**src/logic/board_config.svh**
```systemverilog
`ifndef BOARD_CONFIG_SVH
`define BOARD_CONFIG_SVH

// ======================================================================
// Board sizing
// ======================================================================

// Push buttons on the board, key 3 doubles as reset
`define NUM_KEYS 4

// Consecutive stable samples before a key level is accepted
`define DEBOUNCE_CYCLES 16

// Cycles the system reset stays low once all sources are released
`define RESET_HOLD_CYCLES 8

// Seven-segment displays, four count bits each
`define NUM_DIGITS 6

`endif

```
**src/logic/key_pkg.sv**
```systemverilog
`include "board_config.svh"

package key_pkg;

  // One bit per key, active low, so a pressed key reads 0
  typedef logic [`NUM_KEYS-1:0] key_vec_t;

  // Stability counter, must be able to hold DEBOUNCE_CYCLES
  typedef logic [$clog2(`DEBOUNCE_CYCLES + 1)-1:0] dbc_count_t;

  // Key roles
  localparam int KEY_UP    = 0;
  localparam int KEY_DOWN  = 1;
  localparam int KEY_CLEAR = 2;
  localparam int KEY_RESET = 3;

endpackage : key_pkg

```
**src/logic/display_pkg.sv**
```systemverilog
`include "board_config.svh"

package display_pkg;

  // ======================================================================
  // Count and display types
  // ======================================================================

  // Press count, one hex digit per display, wraps modulo 2^24
  typedef logic [4*`NUM_DIGITS-1:0] press_count_t;

  // One hex digit
  typedef logic [3:0] hex_digit_t;

  // Segment pattern, active low
  // bit 0 is segment a, bit 6 is segment g
  typedef logic [6:0] seg7_t;

  // All segments dark
  localparam seg7_t SEG7_BLANK = 7'h7f;

endpackage : display_pkg

```
**src/logic/key_debouncer.sv**
```systemverilog
`timescale 1ns/1ns
`include "board_config.svh"

module key_debouncer
  import key_pkg::*;
(
  input  logic clk,
  input  logic arst_n,
  input  logic key,
  output logic level,
  output logic rise,
  output logic fall
);

  logic       sync_q1;
  logic       sync_q2;
  dbc_count_t stable_cnt;
  dbc_count_t stable_cnt_next;

  // Two-flop synchronizer, idles high like a released key
  always_ff @(posedge clk or negedge arst_n) begin
    if (!arst_n) begin
      sync_q1 <= 1'b1;
      sync_q2 <= 1'b1;
    end else begin
      sync_q1 <= key;
      sync_q2 <= sync_q1;
    end
  end

  assign stable_cnt_next = stable_cnt + 1'b1;

  // ======================================================================
  // Stability counter and accepted level
  // ======================================================================

  always_ff @(posedge clk or negedge arst_n) begin
    if (!arst_n) begin
      level      <= 1'b1;
      rise       <= 1'b0;
      fall       <= 1'b0;
      stable_cnt <= '0;
    end else begin
      rise <= 1'b0;
      fall <= 1'b0;
      if (sync_q2 == level) begin
        // Bounced back, start over
        stable_cnt <= '0;
      end else if (stable_cnt_next == dbc_count_t'(`DEBOUNCE_CYCLES)) begin
        level      <= sync_q2;
        rise       <= sync_q2;
        fall       <= ~sync_q2;
        stable_cnt <= '0;
      end else begin
        stable_cnt <= stable_cnt_next;
      end
    end
  end

endmodule : key_debouncer

```
**src/logic/reset_sequencer.sv**
```systemverilog
`timescale 1ns/1ns
`include "board_config.svh"

module reset_sequencer (
  input  logic clk,
  input  logic arst_n,
  input  logic reset_key,
  input  logic pll_locked,
  output logic sys_rst_n
);

  typedef enum logic {
    HOLD,
    RUN
  } rst_state_t;

  localparam int HOLD_W = $clog2(`RESET_HOLD_CYCLES + 1);

  logic              src_rst_n;
  logic [1:0]        src_sync_q1;
  logic [1:0]        src_sync_q2;
  logic [HOLD_W-1:0] hold_cnt;
  rst_state_t        state;

  // Any low source asserts reset at once
  assign src_rst_n = arst_n & reset_key & pll_locked;

  // Release path only, key and lock flag resynchronized
  always_ff @(posedge clk or negedge src_rst_n) begin
    if (!src_rst_n) begin
      src_sync_q1 <= 2'b00;
      src_sync_q2 <= 2'b00;
    end else begin
      src_sync_q1 <= {reset_key, pll_locked};
      src_sync_q2 <= src_sync_q1;
    end
  end

  // Count out the hold time, then leave reset on a clock edge
  always_ff @(posedge clk or negedge src_rst_n) begin
    if (!src_rst_n) begin
      state    <= HOLD;
      hold_cnt <= '0;
    end else if (state == HOLD) begin
      if (hold_cnt != HOLD_W'(`RESET_HOLD_CYCLES)) begin
        hold_cnt <= hold_cnt + 1'b1;
      end else if (&src_sync_q2) begin
        state <= RUN;
      end
    end
  end

  assign sys_rst_n = (state == RUN);

endmodule : reset_sequencer

```
**src/logic/press_counter.sv**
```systemverilog
`timescale 1ns/1ns

module press_counter
  import key_pkg::*;
  import display_pkg::*;
(
  input  logic         clk,
  input  logic         arst_n,
  input  key_vec_t     key_fall,
  output press_count_t count
);

  logic         press_up;
  logic         press_down;
  logic         press_clear;
  press_count_t count_next;

  // Fall of an active-low key is a press
  assign press_up    = key_fall[KEY_UP];
  assign press_down  = key_fall[KEY_DOWN];
  assign press_clear = key_fall[KEY_CLEAR];

  // ======================================================================
  // Next count
  // ======================================================================

  always_comb begin
    count_next = count;
    if (press_clear) begin
      // Clear beats any other press
      count_next = '0;
    end else begin
      case ({press_up, press_down})
        2'b10:   count_next = count + 1'b1;
        2'b01:   count_next = count - 1'b1;
        // Up and down together cancel out
        default: count_next = count;
      endcase
    end
  end

  always_ff @(posedge clk or negedge arst_n) begin
    if (!arst_n) begin
      count <= '0;
    end else begin
      count <= count_next;
    end
  end

endmodule : press_counter

```
**src/logic/hex_display.sv**
```systemverilog
`timescale 1ns/1ns
`include "board_config.svh"

module hex_display
  import display_pkg::*;
(
  input  logic         clk,
  input  logic         arst_n,
  input  press_count_t count,
  output seg7_t        hex0,
  output seg7_t        hex1,
  output seg7_t        hex2,
  output seg7_t        hex3,
  output seg7_t        hex4,
  output seg7_t        hex5
);

  seg7_t seg_next [`NUM_DIGITS];
  seg7_t seg_q    [`NUM_DIGITS];

  // Active-low hex font
  function automatic seg7_t hex_font(input hex_digit_t digit);
    case (digit)
      4'h0: hex_font = 7'h40;
      4'h1: hex_font = 7'h79;
      4'h2: hex_font = 7'h24;
      4'h3: hex_font = 7'h30;
      4'h4: hex_font = 7'h19;
      4'h5: hex_font = 7'h12;
      4'h6: hex_font = 7'h02;
      4'h7: hex_font = 7'h78;
      4'h8: hex_font = 7'h00;
      4'h9: hex_font = 7'h10;
      4'ha: hex_font = 7'h08;
      4'hb: hex_font = 7'h03;
      4'hc: hex_font = 7'h46;
      4'hd: hex_font = 7'h21;
      4'he: hex_font = 7'h06;
      default: hex_font = 7'h0e;
    endcase
  endfunction

  // Walk down from the top digit, light everything from the first nonzero
  always_comb begin : blank_sel
    logic       lit;
    hex_digit_t cur_digit;
    lit = 1'b0;
    for (int i = `NUM_DIGITS - 1; i >= 0; i--) begin
      cur_digit   = count[4*i +: 4];
      lit         = lit | (cur_digit != 4'h0) | (i == 0);
      seg_next[i] = lit ? hex_font(cur_digit) : SEG7_BLANK;
    end
  end

  always_ff @(posedge clk or negedge arst_n) begin
    if (!arst_n) begin
      seg_q[0] <= hex_font(4'h0);
      for (int i = 1; i < `NUM_DIGITS; i++) begin
        seg_q[i] <= SEG7_BLANK;
      end
    end else begin
      seg_q <= seg_next;
    end
  end

  assign hex0 = seg_q[0];
  assign hex1 = seg_q[1];
  assign hex2 = seg_q[2];
  assign hex3 = seg_q[3];
  assign hex4 = seg_q[4];
  assign hex5 = seg_q[5];

endmodule : hex_display

```
**src/logic/board_ctrl_top.sv**
```systemverilog
`timescale 1ns/1ns
`include "board_config.svh"

module board_ctrl_top
  import key_pkg::*;
  import display_pkg::*;
(
  input  logic     clk,
  input  logic     arst_n,
  input  key_vec_t key,
  input  logic     pll_locked,
  output seg7_t    hex0,
  output seg7_t    hex1,
  output seg7_t    hex2,
  output seg7_t    hex3,
  output seg7_t    hex4,
  output seg7_t    hex5,
  output logic [4:0] led
);

  key_vec_t     key_dbc;
  key_vec_t     key_rise;
  key_vec_t     key_fall;
  logic         sys_rst_n;
  press_count_t count;

  // ======================================================================
  // Key inputs
  // ======================================================================

  for (genvar k = 0; k < `NUM_KEYS; k++) begin : g_dbc
    key_debouncer u_dbc (
      .clk    (clk),
      .arst_n (arst_n),
      .key    (key[k]),
      .level  (key_dbc[k]),
      .rise   (key_rise[k]),
      .fall   (key_fall[k])
    );
  end

  // ======================================================================
  // Reset, counter and display
  // ======================================================================

  reset_sequencer u_rst_seq (
    .clk        (clk),
    .arst_n     (arst_n),
    .reset_key  (key_dbc[KEY_RESET]),
    .pll_locked (pll_locked),
    .sys_rst_n  (sys_rst_n)
  );

  press_counter u_press_cnt (
    .clk      (clk),
    .arst_n   (sys_rst_n),
    .key_fall (key_fall),
    .count    (count)
  );

  hex_display u_hex_disp (
    .clk    (clk),
    .arst_n (sys_rst_n),
    .count  (count),
    .hex0   (hex0),
    .hex1   (hex1),
    .hex2   (hex2),
    .hex3   (hex3),
    .hex4   (hex4),
    .hex5   (hex5)
  );

  // Status LEDs for the reset path
  assign led[0] = key[KEY_RESET];
  assign led[1] = key_dbc[KEY_RESET];
  assign led[2] = pll_locked;
  assign led[3] = sys_rst_n;
  assign led[4] = key_dbc[KEY_CLEAR];

endmodule : board_ctrl_top

```
**config.mk**
```make
export PLATFORM = sky130hd
export DESIGN_NAME = board_ctrl_top
export DESIGN_NICKNAME = d
export VERILOG_FILES = /design/src/logic/key_pkg.sv /design/src/logic/display_pkg.sv /design/src/logic/key_debouncer.sv /design/src/logic/reset_sequencer.sv /design/src/logic/press_counter.sv /design/src/logic/hex_display.sv /design/src/logic/board_ctrl_top.sv
export VERILOG_INCLUDE_DIRS = /design/src /design/src/logic
export SDC_FILE = /design/constraint.sdc
export NUM_CORES = 1
export LEC_CHECK = 0
export ABC_AREA = 1
export BUFFER_PORTS_ARGS = -buffer_cell sky130_fd_sc_hd__buf_2
export CAP_MARGIN = 5
export CORE_MARGIN = 2
export CORE_UTILIZATION = 55
export CTS_BUF_LIST = sky130_fd_sc_hd__clkbuf_2
export CTS_CLUSTER_DIAMETER = 50
export DETAILED_ROUTE_END_ITERATION = 8
export PLACE_DENSITY = 0.74
export SETUP_SLACK_MARGIN = 0.4
export SLEW_MARGIN = 25
export SYNTH_ARGS = -nofsm -noshare
export SYNTH_HDL_FRONTEND = slang
export SYNTH_SLANG_ARGS = --single-unit
```
**constraint.sdc**
```tcl
create_clock -name clk -period 4 [get_ports clk]
set_input_delay 0 -clock clk [delete_from_list [all_inputs] [get_ports clk]]
set_output_delay 0 -clock clk [all_outputs]
set_load 0.05 [all_outputs]
```
==> flow_metrics.env, run 1 <==
export IMPL_run_status="finished clean"
export IMPL_drt_vias_per_instance=5.31
export IMPL_fp_dieW_um=116
export IMPL_power_density_nw_per_um2=231
export IMPL_hold_slack_ps=375
export IMPL_coreArea_um2=12500
export IMPL_critPathMaxStageDelay_ps=460
export IMPL_crit_path_cell_trace="inv_2 > nand2_1 > buf_4 > nand2_1 > nand2_1 > inv_1 > nand2_1 > nor2_1 > nand2_1 > nand2_1 > nand2_1 > nand3_1 > nand2_1 > nand3_1 > nand2_1"
export IMPL_rows=41
export IMPL_drive_above_1_share_pct=14.4
export IMPL_p_leak_nw=3.90
export IMPL_synth_ff_latch_count=110
export IMPL_gr_total_overflow=0
export IMPL_syn_to_final_growth_pct=8.52
export IMPL_total_power_mw=1.74
export IMPL_worst_endpoint_required_ps=4550
export IMPL_grt_max_degree=42
export IMPL_clk_latency_ps=650
export IMPL_resize_count_post_cts=0
export IMPL_ys_warn_count=0
export IMPL_floorplan_die_area_um2=13500
export IMPL_min_period_over_period_pct=68.3
export IMPL_grt_pass1_wl_um=26200
export IMPL_synth_top_area_share_pct=22.3
export IMPL_r2r_worst_path_cells=15
export IMPL_drv_slew=0
export IMPL_finalSetupTns_ps=0
export IMPL_yosysSeqAreaShare_pct=40.5
export IMPL_mostFrequentLayoutCell="sky130_fd_sc_hd__nand2_1"
export IMPL_routed_via_count=6142
export IMPL_post_synth_main_area_contributors="sky130_fd_sc_hd__dfrtp_1, sky130_fd_sc_hd__dfstp_2, sky130_fd_sc_hd__nand2_1"
export IMPL_cts_sinks=110
export IMPL_critical_path_slowest_cell="sky130_fd_sc_hd__dfrtp_1"
export IMPL_finalWeightedCongestion=0.952
export IMPL_worstHoldPathType="register to register"
export IMPL_mostFrequentLayoutCells="sky130_fd_sc_hd__nand2_1, sky130_fd_sc_hd__inv_1, sky130_fd_sc_hd__nand3_1"
export IMPL_critical_path_startpoint_type="register"
export IMPL_whs_path_depth=0
export IMPL_ctsHtreeMaxLevel=3
export IMPL_post_synthesis_instance_area_um2=6940
export IMPL_post_synth_inst_count=925
export IMPL_port_buffer_count=53
export IMPL_dpl_hpwl_um=11100
export IMPL_clkTransAtPathRegs_ps=260
export IMPL_final_hold_violation_count=0
export IMPL_max_cap_violations=0
export IMPL_cts_tree="yes"
export IMPL_setup_violations=0
export IMPL_clock_fmax_mhz=366
export IMPL_post_synth_num_cell_types=44
export IMPL_final_setup_skew_ps=54.0
export IMPL_pin_count=54
export IMPL_max_slew_margin_pct=42.7
export IMPL_unrepaired_setup_endpoints_after_global_routing="false"
export IMPL_final_net_count=1033
export IMPL_vdd_ir_drop_max_uv=213
export IMPL_postRouteWirelength_um=15300
export IMPL_root_buffer="sky130_fd_sc_hd__clkbuf_2"
export IMPL_worst_setup_path_end_kind="register"
export IMPL_number_of_global_route_vias_before_repair=5828
export IMPL_postSynthNetCount=979
export IMPL_global_route_usage_total_pct=24.1
export IMPL_antenna_diode_count=0
export IMPL_drc_errors=0
export IMPL_synth_largest_area_cell="sky130_fd_sc_hd__dfrtp_1"
export IMPL_die_h_um=116
export IMPL_initial_utilization_pct=55.7
export IMPL_timing_worst_setup_path_type="register to register"
export IMPL_tightest_slew_ps=859
export IMPL_route_detailed_wl_per_inst_um=13.2
export IMPL_timing_critical_path_fanout_max=22
export IMPL_antenna_found_initial=0
export IMPL_firstDrtPassIters=5
export IMPL_cts_made_buffers=9
export IMPL_most_frequent_cell_on_critical_path="sky130_fd_sc_hd__nand2_1"
export IMPL_layout_min_cycle_time_ps=2730
export IMPL_antenna_violating_nets_post_route=0
export IMPL_cts_max_path_bufs=2
export IMPL_drt_first_iter_violations=432
export IMPL_synthesized_area_per_cell_um2=7.51
export IMPL_crit_arrival_ps=3290
-- worst max-delay path: cells and delay by family, from the launching register on --
kind | cells | cell delay (ps)
simple gates | 12 | 1400
buf+inv | 3 | 800
flops | 1 | 460
-- area by class of cell --
cell class                 count  area [um^2]
clock buffer                  10         50.0
clock inverter                 6         70.1
fill                        1136         4930
inverter                     127          477
multi-input combinational    660         3480
sequential                   110         2810
tap                          172          215
timing repair buffer          71          428
-- cells by family (layout without fill, tap and decap cells) --
family,Yosys count,after routing,share of synthesized area (%)
compound gates,115,115,9.93
mux,1,1,0.162
simple gates,476,476,28.9
fa+ha+maj,47,47,8.47
buf+inv,155,214,9.35
flops,110,110,40.5
xor+xnor,21,21,2.65
-- registers in the layout, summed over array words and instances, names as in the netlist --
register,cells
u_hex_disp.hex2,7
u_hex_disp.hex0,7
g_dbc.u_dbc.sync_q1,4
g_dbc.u_dbc.stable_cnt,20
u_hex_disp.hex1,7
u_hex_disp.hex5,7
u_rst_seq.src_sync_q1,2
u_rst_seq.sys_rst_n,1
u_hex_disp.hex3,7
u_rst_seq.src_sync_q2,2
u_rst_seq.hold_cnt,4
u_hex_disp.hex4,7
g_dbc.u_dbc.sync_q2,4
g_dbc.u_dbc.fall,3
g_dbc.u_dbc.level,4
u_press_cnt.count,24
-- cell usage after synthesis --
cell,count
sky130_fd_sc_hd__nand3b_1,1
sky130_fd_sc_hd__nor3_1,5
sky130_fd_sc_hd__o22ai_1,5
sky130_fd_sc_hd__o32ai_1,1
sky130_fd_sc_hd__o221ai_1,2
sky130_fd_sc_hd__or2_2,1
sky130_fd_sc_hd__a21boi_0,1
sky130_fd_sc_hd__o31ai_1,2
sky130_fd_sc_hd__a2111oi_0,1
sky130_fd_sc_hd__a22oi_1,1
sky130_fd_sc_hd__o211ai_2,1
sky130_fd_sc_hd__nor2_2,5
sky130_fd_sc_hd__buf_6,4
sky130_fd_sc_hd__clkinv_1,2
sky130_fd_sc_hd__buf_2,9
sky130_fd_sc_hd__a31oi_1,4
sky130_fd_sc_hd__clkbuf_1,8
sky130_fd_sc_hd__o311ai_0,2
sky130_fd_sc_hd__nand4_2,1
sky130_fd_sc_hd__inv_2,5
sky130_fd_sc_hd__o211ai_1,10
sky130_fd_sc_hd__or3_1,3
sky130_fd_sc_hd__nor3_2,2
sky130_fd_sc_hd__dfrtp_1,62
sky130_fd_sc_hd__inv_1,120
sky130_fd_sc_hd__nor2_1,86
sky130_fd_sc_hd__a41oi_1,3
sky130_fd_sc_hd__ha_1,47
sky130_fd_sc_hd__o21ai_1,4
sky130_fd_sc_hd__and3_1,1
sky130_fd_sc_hd__nand2_1,257
sky130_fd_sc_hd__dfstp_2,48
sky130_fd_sc_hd__buf_4,7
sky130_fd_sc_hd__nand4_1,10
sky130_fd_sc_hd__nand3_2,1
sky130_fd_sc_hd__o21ai_0,44
sky130_fd_sc_hd__nand3_1,102
sky130_fd_sc_hd__o2111ai_1,6
sky130_fd_sc_hd__nor2_4,1
sky130_fd_sc_hd__xnor2_1,10
sky130_fd_sc_hd__xor2_1,11
sky130_fd_sc_hd__a32oi_1,1
sky130_fd_sc_hd__a21oi_1,27
sky130_fd_sc_hd__mux2_2,1
-- report_power, final --
| group | total, mW | leakage (nW) | internal [mW] | switching, mW |
|---|---|---|---|---|
| Sequential | 1.15 | 1.30 | 1.13 | 0.0113 |
| Combinational | 0.0565 | 2.53 | 0.0242 | 0.0322 |
| Clock | 0.541 | 0.0652 | 0.151 | 0.391 |
| Total | 1.74 | 3.90 | 1.31 | 0.434 |
-- metrics by stage --
step / instance area [um^2] / instances / util [%] / setup slack [ps]
3_3_place_gp: 7290 / 1127 / 58.5 / 1340
3_5_place_dp: 7290 / 1127 / 58.5 / 1310
2_1_floorplan: 6940 / 925 / - / 1640
5_1_grt: 7540 / 1156 / 60.5 / 954
6_report: 7540 / 1156 / 60.5 / 1270
4_1_cts: 7540 / 1156 / 60.5 / 1290
-- layer usage --
metal  global-route usage (%)  routed length [um]  vias up
met3                     3.27                 794       16
met2                     40.3                7430      182
met5                        0                   0        -
met1                     31.6                6810     2852
li1                         -                   -     3092
met4                     10.5                 219        0
-- worst paths after layout --
path,endpoint,startpoint,slack [ps]
max,u_press_cnt.count[23],g_dbc[0].u_dbc.fall,1270
max in group asynchronous,u_hex_disp.hex5[3],u_rst_seq.sys_rst_n,2650
min in group asynchronous,u_press_cnt.count[11],u_rst_seq.sys_rst_n,390
min reg2reg,g_dbc[0].u_dbc.sync_q2,g_dbc[0].u_dbc.sync_q1,370
min,g_dbc[0].u_dbc.sync_q2,g_dbc[0].u_dbc.sync_q1,370
max reg2reg,u_press_cnt.count[23],g_dbc[0].u_dbc.fall,1270
-- what timing repair did --
| item | 4_1_cts | 5_1_grt |
|---|---|---|
| setup endpoints to repair | 0 | 0 |
| endpoints found under the hold margin | 49 | 0 |
| setup buffers | 0 | 0 |
| hold buffers | 13 | 0 |
Note: power is estimated with default switching activity, not from simulation.
==> run 2: changes to the inputs <==
- clock period: 4 -> 2.8 ns (I/O delays scaled with it)
==> run 2 against run 1 <==
Effect of this change: sequential share of layout area decreased by 0.64 points; clock power up 33%; flip-flop and latch count is the same; worst hold slack got worse by 180 ps; power rose by 40%; clock skew decreased by 16 ps; combinational power up 47%; fmax rose by 23%; setup slack got worse by 690 ps.
==> flow_metrics.env, run 2 (same netlist as run 1, synthesis figures left out) <==
export IMPL_run_status="finished clean"
export IMPL_drt_first_iter_violations=482
export IMPL_timing_critical_path_fanout_max=12
export IMPL_clk_latency_ps=670
export IMPL_coreArea_um2=12500
export IMPL_critical_path_startpoint_type="register"
export IMPL_antenna_diode_count=0
export IMPL_clock_fmax_mhz=450
export IMPL_final_net_count=1043
export IMPL_drc_errors=0
export IMPL_critPathMaxStageDelay_ps=600
export IMPL_final_design_area_excluding_fillers_um2=7670
export IMPL_vdd_ir_drop_max_uv=287
export IMPL_postRouteWirelength_um=15500
export IMPL_finalWeightedCongestion=0.973
export IMPL_max_slew_margin_pct=46.1
export IMPL_mostFrequentLayoutCell="sky130_fd_sc_hd__nand2_1"
export IMPL_mostFrequentLayoutCells="sky130_fd_sc_hd__nand2_1, sky130_fd_sc_hd__inv_1, sky130_fd_sc_hd__nand3_1"
export IMPL_final_setup_skew_ps=38.2
export IMPL_port_buffer_count=53
export IMPL_dpl_hpwl_um=11200
export IMPL_cts_sinks=110
export IMPL_power_density_nw_per_um2=318
export IMPL_final_hold_violation_count=0
export IMPL_worst_endpoint_required_ps=3380
export IMPL_tightest_slew_ps=806
export IMPL_cts_tree="yes"
export IMPL_dpl_instance_area_um2=7330
export IMPL_pin_count=54
export IMPL_number_of_global_route_vias_before_repair=5710
export IMPL_crit_arrival_ps=2800
export IMPL_drv_slew=0
export IMPL_gr_total_overflow=0
export IMPL_r2r_worst_path_cells=8
export IMPL_clkTransAtPathRegs_ps=310
export IMPL_cts_made_buffers=9
export IMPL_rows=41
export IMPL_critical_path_slowest_cell="sky130_fd_sc_hd__dfrtp_1"
export IMPL_grt_max_degree=41
export IMPL_route_detailed_wl_per_inst_um=13.3
export IMPL_total_power_mw=2.44
export IMPL_antenna_violating_nets_post_route=0
export IMPL_timing_worst_setup_path_type="register to register"
export IMPL_root_buffer="sky130_fd_sc_hd__clkbuf_2"
export IMPL_routed_via_count=6171
export IMPL_global_route_usage_total_pct=24.3
export IMPL_finalSetupTns_ps=0
export IMPL_drive_above_1_share_pct=15.8
export IMPL_die_h_um=116
export IMPL_critical_path_depth_in_cells=8
export IMPL_grt_pass1_wl_um=26200
export IMPL_ctsHtreeMaxLevel=3
export IMPL_crit_path_cell_trace="inv_1 > nand2_1 > o31ai_1 > o21ai_0 > a21oi_1 > nand3_1 > nand3_1 > nand2_1"
export IMPL_crit_family="compound AO/OA/AOI/OAI gates"
export IMPL_max_ffs_per_register=24
export IMPL_biggestRegsByFlops="u_press_cnt.count x24, g_dbc.u_dbc.stable_cnt x20"
export IMPL_critical_path_source="u_press_cnt.count[19]"
export IMPL_fp_dieW_um=116
export IMPL_layout_min_cycle_time_ps=2220
export IMPL_antenna_found_initial=0
export IMPL_worstHoldPathType="register to async pin"
export IMPL_r2r_start="u_press_cnt.count[19]"
export IMPL_min_period_over_period_pct=79.4
export IMPL_firstDrtPassIters=5
export IMPL_unrepaired_setup_endpoints_after_global_routing="false"
export IMPL_setup_violations=0
export IMPL_syn_to_final_growth_pct=10.5
export IMPL_floorplan_die_area_um2=13500
export IMPL_max_cap_violations=0
export IMPL_layout_filler_cells=1153
export IMPL_largest_register="u_press_cnt.count"
export IMPL_p_leak_nw=3.97
export IMPL_cp_num_buf_inv=1
export IMPL_setup_reg_to_reg_worst_slack_ps=580
export IMPL_cts_max_path_bufs=2
export IMPL_initial_utilization_pct=55.7
export IMPL_worst_setup_path_end_kind="register"
export IMPL_drt_vias_per_instance=5.29
[run 2: cell types whose count changed in the layout (fill, tap and decap cells not counted), sizes merged]
cell         previous run  this run
bufinv                  1         0
buf                    59        68
clkinvlp                3         2
inv                   127       130
dlygate4sd3            12        13
clkbuf                 10         9
[run 2: layout make-up]
| class | instances | area (um^2) | share of cell area (%) |
|---|---|---|---|
| clock inverters | 7 | 63.8 | 0.832 |
| inverters | 127 | 477 | 6.21 |
| flip-flops and latches | 110 | 2820 | 36.7 |
| clock buffers | 9 | 45.0 | 0.587 |
| multi-input cells | 660 | 3530 | 45.9 |
| well taps | 172 | 215 | 2.80 |
| repair buffers | 81 | 531 | 6.91 |
[run 2: per-layer routing]
layer	track usage (%)	up-vias	share of wire, %
met3	3.53	36	4.5
met4	11.4	0	2.9
met5	0	-	0
li1	-	3109	-
met2	39.2	187	47
met1	32.4	2839	45
[run 2: power by group]
part	switching, mW	internal, mW
clock	0.577	0.141
sequential	0.0163	1.62
combinational	0.0470	0.0359
total	0.640	1.80
[run 2: metrics by stage]
stage / util [%] / setup slack, ps / hold WS, ps / cells
2_1_floorplan: - / 443 / -296 / 925
6_report: 61.6 / 576 / 191 / 1166
3_5_place_dp: 58.8 / 435 / -20.7 / 1132
4_1_cts: 60.7 / 402 / 205 / 1161
3_3_place_gp: 58.8 / 484 / -21.1 / 1132
5_1_grt: 61.6 / 375 / 216 / 1166
[run 2: worst paths after layout]
| check | to |
|---|---|
| min | u_press_cnt.count[15] |
| min reg2reg | u_press_cnt.count[15] |
| max | u_press_cnt.count[22] |
| min in group clk | g_dbc[2].u_dbc.sync_q2 |
| max reg2reg | u_press_cnt.count[22] |
| max in group asynchronous | g_dbc[2].u_dbc.stable_cnt[3] |
[run 2: repair_timing]
action,CTS,global route
setup endpoints to repair,0,33
buffers inserted,0,5
gates resized for setup,0,17
endpoints found under the hold margin,49,0
hold buffers,13,0
